`src/hw/MemorySystemTypes.sv`:
```
/*
 * Memory system definitions
 * Memory geometry, serial id types, request and response structs
 * and the memory state encoding
 */
package MemorySystemTypes;

    // Memory geometry
    localparam int MEM_WORDS = 64;
    localparam int MEM_ADDR_WIDTH = 6;
    localparam int MEM_DATA_WIDTH = 32;
    localparam int MEM_SERIAL_WIDTH = 4; // Serials wrap at 16

    typedef logic [MEM_ADDR_WIDTH-1:0] MemAddrPath;   // Word address
    typedef logic [MEM_DATA_WIDTH-1:0] MemDataPath;
    typedef logic [MEM_SERIAL_WIDTH-1:0] MemReadSerial;
    typedef logic [MEM_SERIAL_WIDTH-1:0] MemWriteSerial;

    // Request toward the memory port
    typedef struct packed {
        MemAddrPath addr;
        MemDataPath writeData;
        logic re;
        logic we;
    } MemAccessReq;

    // Read data returned with the serial of its request
    typedef struct packed {
        logic valid;
        MemReadSerial serial;
        MemDataPath data;
    } MemReadResp;

    // Write completion notice
    typedef struct packed {
        logic valid;
        MemWriteSerial serial;
    } MemWriteResp;

    typedef enum logic {
        MEM_CLEARING,
        MEM_READY
    } MemState;

endpackage : MemorySystemTypes

```
`src/hw/BoardTypes.sv`:
```
/*
 * Board level definitions
 * Reset timing, loader address map, Wishbone structs and FSM encodings
 */
package BoardTypes;

    localparam int RESET_HOLD_CYCLES = 8;   // rst cycles after the trigger ends
    localparam int RESET_COUNT_WIDTH = $clog2(RESET_HOLD_CYCLES + 1);
    localparam logic [31:0] LOADER_DONE_ADDR = 32'h100;
    localparam int WB_WIDTH = 32;

    typedef logic [RESET_COUNT_WIDTH-1:0] ResetCount;
    typedef logic [WB_WIDTH-1:0] WbWord;

    // Host to loader
    typedef struct packed {
        logic cyc;
        logic stb;
        logic we;
        WbWord adr; // Word address
        WbWord dat;
    } WbReq;

    // Loader to host
    typedef struct packed {
        logic ack;
        WbWord dat;
    } WbResp;

    typedef enum logic { RST_HOLD, RST_RUN } ResetState;
    typedef enum logic [1:0] { LD_IDLE, LD_WRITE, LD_ACK } LoaderState;

endpackage : BoardTypes

```
`src/hw/ResetController.sv`:
```
/*
 * Reset controller
 * Synchronizes the active-low board reset and stretches it into rst
 */
`timescale 1ns/1ps

module ResetController (
    input  logic clk,
    input  logic negResetIn,
    output logic rst
);
    import BoardTypes::*;

    logic syncFirst;
    logic rstTrigger; // Synchronized, active high
    ResetState state;
    ResetCount holdCount;

    // Two-stage synchronizer on the inverted input
    always_ff @(posedge clk) begin
        syncFirst <= ~negResetIn;
        rstTrigger <= syncFirst;
    end

    always_ff @(posedge clk) begin
        if (rstTrigger) begin
            state <= RST_HOLD;
            holdCount <= ResetCount'(RESET_HOLD_CYCLES);
        end else if (state == RST_HOLD) begin
            // Leave on the last hold cycle
            if (holdCount == ResetCount'(1)) begin
                state <= RST_RUN;
            end
            holdCount <= holdCount - 1'b1;
        end
    end

    assign rst = (state == RST_HOLD);

endmodule : ResetController

```
`src/hw/ProgramLoader.sv`:
```
/*
 * Program loader
 * Wishbone classic slave that writes the memory image and raises
 * programLoaded once the host writes the done address
 */
`timescale 1ns/1ps

module ProgramLoader (
    input  logic clk,
    input  logic rst,
    input  BoardTypes::WbReq wbReq,
    output BoardTypes::WbResp wbResp,
    output MemorySystemTypes::MemAccessReq loadReq,
    input  logic memBusy,
    output logic programLoaded
);
    import BoardTypes::*;
    import MemorySystemTypes::*;

    LoaderState state;
    logic cycleStart;
    logic memWriteHit;  // Address falls inside the memory
    logic doneHit;

    assign cycleStart = wbReq.cyc & wbReq.stb;
    assign memWriteHit = wbReq.we && (wbReq.adr < WbWord'(MEM_WORDS));
    assign doneHit = wbReq.we && (wbReq.adr == LOADER_DONE_ADDR);

    always_ff @(posedge clk) begin
        if (rst) begin
            state <= LD_IDLE;
            programLoaded <= 1'b0;
        end else begin
            case (state)
                LD_IDLE: begin
                    if (cycleStart) begin
                        state <= memWriteHit ? LD_WRITE : LD_ACK;
                        if (doneHit) begin
                            programLoaded <= 1'b1; // Sticky until reset
                        end
                    end
                end
                LD_WRITE: begin
                    if (!memBusy) state <= LD_ACK; // Write accepted this cycle
                end
                default: state <= LD_IDLE;
            endcase
        end
    end

    // Host holds adr and dat until ack
    always_comb begin
        loadReq.addr = wbReq.adr[MEM_ADDR_WIDTH-1:0];
        loadReq.writeData = wbReq.dat;
        loadReq.re = 1'b0;
        loadReq.we = (state == LD_WRITE);
    end

    assign wbResp.ack = (state == LD_ACK);
    assign wbResp.dat = {{(WB_WIDTH-1){1'b0}}, programLoaded}; // Status word

endmodule : ProgramLoader

```
`src/hw/MemoryAccessArbiter.sv`:
```
/*
 * Memory access arbiter
 * Gives the memory port to the loader until loading ends, then to
 * the core, and derives the core reset
 */
`timescale 1ns/1ps

module MemoryAccessArbiter (
    input  logic rst,
    input  logic programLoaded,
    input  MemorySystemTypes::MemAccessReq loadReq,
    input  MemorySystemTypes::MemAccessReq coreReq,
    output MemorySystemTypes::MemAccessReq memReq,
    output logic coreRst
);

    // Core stays in reset until the image is complete
    assign coreRst = rst | ~programLoaded;

    always_comb begin
        if (!programLoaded) begin
            memReq = loadReq;
        end else begin
            memReq = coreReq;
            // Requests from a core in reset are masked
            if (coreRst) begin
                memReq.re = 1'b0;
                memReq.we = 1'b0;
            end
        end
    end

endmodule : MemoryAccessArbiter

```
`src/hw/PipelinedMemory.sv`:
```
/*
 * Pipelined internal memory
 * Request, array and response stages with read and write serials,
 * cleared word by word after reset
 */
`timescale 1ns/1ps

module PipelinedMemory (
    input  logic clk,
    input  logic rst,
    input  MemorySystemTypes::MemAccessReq memReq,
    output logic memBusy,
    output MemorySystemTypes::MemReadSerial nextReadSerial,
    output MemorySystemTypes::MemWriteSerial nextWriteSerial,
    output MemorySystemTypes::MemReadResp readResp,
    output MemorySystemTypes::MemWriteResp writeResp
);
    import MemorySystemTypes::*;

    MemDataPath memArray [MEM_WORDS];
    MemState state;
    MemAddrPath clearAddr;
    logic readAccept, writeAccept;

    logic s1Read, s1Write;      // Request stage
    MemAddrPath s1Addr;
    MemDataPath s1Data;
    MemReadSerial s1ReadSerial;
    MemWriteSerial s1WriteSerial;

    logic s2Read, s2Write;      // Array stage
    MemDataPath s2Data;
    MemReadSerial s2ReadSerial;
    MemWriteSerial s2WriteSerial;

    assign memBusy = (state == MEM_CLEARING);
    assign writeAccept = memReq.we & ~memBusy;
    assign readAccept = memReq.re & ~memReq.we & ~memBusy; // Write wins

    // Clear FSM, serial counters and stage valids
    always_ff @(posedge clk) begin
        if (rst) begin
            state <= MEM_CLEARING;
            clearAddr <= '0;
            nextReadSerial <= '0;
            nextWriteSerial <= '0;
            {s1Read, s1Write, s2Read, s2Write} <= '0;
        end else begin
            if (state == MEM_CLEARING) begin
                clearAddr <= clearAddr + 1'b1;
                if (clearAddr == MemAddrPath'(MEM_WORDS - 1)) state <= MEM_READY;
            end
            if (readAccept) nextReadSerial <= nextReadSerial + 1'b1;
            if (writeAccept) nextWriteSerial <= nextWriteSerial + 1'b1;
            s1Read <= readAccept;
            s1Write <= writeAccept;
            s2Read <= s1Read;
            s2Write <= s1Write;
        end
    end

    // Request stage payload
    always_ff @(posedge clk) begin
        s1Addr <= memReq.addr;
        s1Data <= memReq.writeData;
        s1ReadSerial <= nextReadSerial;
        s1WriteSerial <= nextWriteSerial;
    end

    // Array stage
    always_ff @(posedge clk) begin
        if (state == MEM_CLEARING) begin
            memArray[clearAddr] <= '0;
        end else if (s1Write) begin
            memArray[s1Addr] <= s1Data;
        end
        s2Data <= memArray[s1Addr]; // Old value on a write
        s2ReadSerial <= s1ReadSerial;
        s2WriteSerial <= s1WriteSerial;
    end

    // Response stage
    always_ff @(posedge clk) begin
        if (rst) begin
            readResp <= '0;
            writeResp <= '0;
        end else begin
            readResp <= '{valid: s2Read, serial: s2ReadSerial, data: s2Data};
            writeResp <= '{valid: s2Write, serial: s2WriteSerial};
        end
    end

endmodule : PipelinedMemory

```
`src/hw/MemorySubsystem.sv`:
```
/*
 * Memory subsystem top level
 * Reset controller, program loader, access arbiter and internal memory
 */
`timescale 1ns/1ps

module MemorySubsystem (
    input  logic clk,
    input  logic negResetIn,
    input  BoardTypes::WbReq wbReq,
    output BoardTypes::WbResp wbResp,
    input  MemorySystemTypes::MemAccessReq coreReq,
    output logic coreRst,
    output logic memBusy,
    output MemorySystemTypes::MemReadSerial nextReadSerial,
    output MemorySystemTypes::MemWriteSerial nextWriteSerial,
    output MemorySystemTypes::MemReadResp readResp,
    output MemorySystemTypes::MemWriteResp writeResp
);
    import MemorySystemTypes::*;

    logic rst;
    logic programLoaded;
    MemAccessReq loadReq;   // Loader side of the arbiter
    MemAccessReq memReq;    // Arbiter to memory

    ResetController resetController_i (
        .clk        (clk),
        .negResetIn (negResetIn),
        .rst        (rst)
    );

    ProgramLoader programLoader_i (
        .clk           (clk),
        .rst           (rst),
        .wbReq         (wbReq),
        .wbResp        (wbResp),
        .loadReq       (loadReq),
        .memBusy       (memBusy),
        .programLoaded (programLoaded)
    );

    MemoryAccessArbiter memoryAccessArbiter_i (
        .rst           (rst),
        .programLoaded (programLoaded),
        .loadReq       (loadReq),
        .coreReq       (coreReq),
        .memReq        (memReq),
        .coreRst       (coreRst)
    );

    PipelinedMemory pipelinedMemory_i (
        .clk             (clk),
        .rst             (rst),
        .memReq          (memReq),
        .memBusy         (memBusy),
        .nextReadSerial  (nextReadSerial),
        .nextWriteSerial (nextWriteSerial),
        .readResp        (readResp),
        .writeResp       (writeResp)
    );

endmodule : MemorySubsystem

```
`config.mk`:
```
export PLATFORM = sky130hd
export DESIGN_NAME = MemorySubsystem
export DESIGN_NICKNAME = d
export VERILOG_FILES = /design/src/hw/MemorySystemTypes.sv /design/src/hw/BoardTypes.sv /design/src/hw/ResetController.sv /design/src/hw/ProgramLoader.sv /design/src/hw/MemoryAccessArbiter.sv /design/src/hw/PipelinedMemory.sv /design/src/hw/MemorySubsystem.sv
export SDC_FILE = /design/constraint.sdc
export NUM_CORES = 2
export LEC_CHECK = 0
export CORE_AREA = 4 4 487 489
export DETAILED_ROUTE_END_ITERATION = 12
export DIE_AREA = 0 0 491 493
export DONT_BUFFER_PORTS = 1
export PLACE_DENSITY = 0.52
export SLEW_MARGIN = 10
export SYNTH_ARGS = -nofsm -noshare
export SYNTH_HDL_FRONTEND = slang
export SYNTH_SLANG_ARGS = --single-unit
```
`constraint.sdc`:
```
create_clock -name clk -period 3.1 [get_ports clk]
set_input_delay 0.155 -clock clk [delete_from_list [all_inputs] [get_ports clk]]
set_output_delay 0.155 -clock clk [all_outputs]
set_load 0.02 [all_outputs]
```
==> impl_metrics.yaml <==
run_status:
  status: "finished, final reports clean"
finish:
  ff_latch_area_um2: 64660
  nNetsFinal: 4426
  fin_area_um2: 99270
  multi_input_area_um2: 17930
  syn_to_final_growth_pct: 18.91
  drive_above_1_share_pct: 29.76
  nFillCells: 19860
cts:
  clk_pin_slew_ns: 0.06
  cts_tree: "done"
  clockBufferDepth: 3
  cts_buffers: 216
  cts_root_buffer: "clkbuf_16"
  htreeDepth: 4
  insertion_delay_ns: 0.87
  cts.sinks: 2205
sta:
  skew_ns: 0.04498
  setup_viol: 0
  finalCriticalPeriod_ns: 3.046
  max_slew_margin_pct: 37.99
  fmax_ghz: 0.3283
  finalCritPeriodShare_pct: 98.27
  timing.hold.ws_ns: 0.09619
  hold_violations: 0
  tightest_slew_ns: 0.9044
  drv_slew: 0
  rsz0062_at_grt: "no"
setup_path:
  worstSetupStartpointType: "flip-flop"
  r2r_start: "pipelinedMemory_i.s1Addr[0]"
  critPathMaxFanout: 59
  crit_type: "reg -> reg"
  critPathMaxStageDelay_ns: 0.58
  cp_common_cell: "a21oi_1"
  end_kind: "flip-flop"
  path_buf_inv: 2
  worstPathCellList: "buf_12 > mux4_2 > o221ai_1 > a21oi_1 > a21oi_1 > buf_4 > a311oi_1"
  critPathSlowestCell: "mux4_2"
  startpoint: "pipelinedMemory_i.s1Addr[0]"
  worstPathArrival_ns: 3.74
  cp.required_ns: 3.79
  critical_path.top_delay_family: "compound AO/OA/AOI/OAI gates"
global_route:
  overflow: 0
  antenna_found_initial: 24
  grt_pass1_wl_mm: 337.7
  grt_start_max_net_pins: 65
  gr-usage-all-layers_pct: 19.81
  grt_pass1_vias: 41780
synthesis:
  ys_ff_latch: 2205
  synthArstFlopShare_pct: 0
  ys.flop_type: "edfxtp_1"
  syn_avg_cell_area_um2: 21.98
  yosysMostFrequentCell: "edfxtp_1"
  yosysTopAreaCell: "edfxtp_1"
  synth_common_cells: "edfxtp_1 (2048), mux4_2 (472), dfxtp_1 (157)"
  synth.top_cell.area_share_pct: 73.67
  yosys_warnings: 0
  syn_area_um2: 83480
  syn_inst: 3798
  synth-seq-area-share_pct: 77.43
  synth_area_leaders: "edfxtp_1 (74%), mux4_2 (13%), dfxtp_1 (3.8%), mux2i_1 (1.8%), a22oi_1 (0.95%)"
  yosysUniqueCellTypes: 57
  synth_edf_count: 2048
power:
  vdd_ir_drop_max_v: 0.0006053
  p_total_mw: 61.18
  p_leak_nw: 34.74
  power.density_nw_per_um2: 616.3
routing:
  first_pass_iters: 6
  ant_nets: 0
  via_count: 41500
  wl_per_cell_um: 32.11
  routed_wl_mm: 242.6
  drc: 0
  drt_iter0_markers: 4950
  vias_per_cell: 5.495
min_path:
  hold_start: "coreReq[1]"
  hold_path_class: "in -> reg"
place:
  place.gp.congestion: 0.8381
  port_buffers: 0
  post_dp_cell_area_um2: 90910
  dp_hpwl_mm: 146.4
floorplanning:
  placementRows: 177
  start_util_pct: 35.93
  die_y_um: 493
  ios: 194
  die-area_um2: 242100
  core_um2: 232300
  die_x_um: 491
run:
  max-cap-violations: 0
-- flip-flops by register name, indices dropped and copies added, names as in the netlist, 4 cells and up --
register	cells
pipelinedMemory_i.clearAddr	6
pipelinedMemory_i.memArray	2048
pipelinedMemory_i.nextReadSerial	4
pipelinedMemory_i.nextWriteSerial	4
pipelinedMemory_i.readResp	37
pipelinedMemory_i.s1Addr	6
pipelinedMemory_i.s1Data	32
pipelinedMemory_i.s1ReadSerial	4
pipelinedMemory_i.s1WriteSerial	4
pipelinedMemory_i.s2Data	32
pipelinedMemory_i.s2ReadSerial	4
pipelinedMemory_i.s2WriteSerial	4
pipelinedMemory_i.writeResp	5
resetController_i.holdCount	4
-- per-layer routing --
| metal | GRT usage [%] | vias to the layer above | routed length [um] |
|---|---|---|---|
| met2 | 31.59 | 1777 | 115200 |
| met5 | 0 | - | 48 |
| met1 | 28.25 | 22500 | 103100 |
| met3 | 3.647 | 280 | 18740 |
| li1 | - | 16930 | - |
| met4 | 5.013 | 6 | 5527 |
-- worst register-to-register path, stage by stage (launching register included) --
cell and delay, ns:
dfxtp_4 0.55, buf_12 0.44, mux4_2 0.67, o221ai_1 0.38, a21oi_1 0.20, a21oi_1 0.32, buf_4 0.25, a311oi_1 0.09
-- timing repair --
item / in CTS / in global routing
setup endpoints to repair: 6 / 3
gates resized for setup: 6 / 3
setup buffers: 0 / 0
hold endpoints to repair: 52 / 0
hold buffers: 121 / 0
-- cell type report --
type / count / area share, %
antenna: 11 / 0.02773
clock buffer: 281 / 5.827
clock inverter: 124 / 1.300
inverter: 6 / 0.02269
multi-input combinational: 1381 / 18.07
sequential: 2205 / 65.14
tap: 3043 / 3.835
timing repair buffer: 502 / 5.782
-- where the power goes --
group | internal, mW | switching, mW
clock network | 15.1 | 11.3
registers | 32.2 | 0.227
logic | 0.972 | 1.38
total | 48.3 | 12.9
-- through the flow --
step	util (%)	TNS, ns	std cells	setup WS [ns]
3_5_place_dp	39.13	-0.5371	7016	-0.2274
3_3_place_gp	39.13	-0.8111	7015	-0.2930
2_1_floorplan	-	-369.38	3828	-0.2206
6_report	42.73	0	7553	0.05361
4_1_cts	42.71	0	7542	0.05823
5_1_grt	42.72	0	7546	0.008457
-- cell usage in the layout (no fill, tap or decap), types with 27 or more instances in the layout --
cell type      instances
clkinv_2              42
clkbuf_16            220
dfxtp_1              150
mux2_2                52
clkbuf_1              56
o22ai_1               29
conb_1                31
and3_1                27
clkinv_1              44
dlygate4sd3_1        121
buf_4                247
o221ai_1              33
and3_2                32
mux4_2               472
nand2_1               41
a21oi_1               57
buf_12               133
nor2_4                66
mux2i_1              149
nor2_1                27
edfxtp_1            2048
a22oi_1              101
and2_1                57
-- cell families after synthesis --
kind of cell / Yosys count / synth area share (%)
AOI/OAI and AO/OA: 291 / 2.464
xor gates and xnor gates: 13 / 0.1364
adders and majority gates: 5 / 0.07494
buffers and inverters: 242 / 1.948
DFF: 2205 / 77.43
muxes: 689 / 15.73
other: 1 / 0.004492
and+or+nand+nor: 352 / 2.214
-- path summary, 6_finish.rpt --
check	endpoint	slack, ns	depth (start not counted)
max	pipelinedMemory_i.s2Data[20]	0.05	7
min	pipelinedMemory_i.s1Read	0.1	3
max reg2reg	pipelinedMemory_i.s2Data[20]	0.05	7
min reg2reg	pipelinedMemory_i.s2ReadSerial[0]	0.32	0
Note: power is estimated with default switching activity, not from simulation.
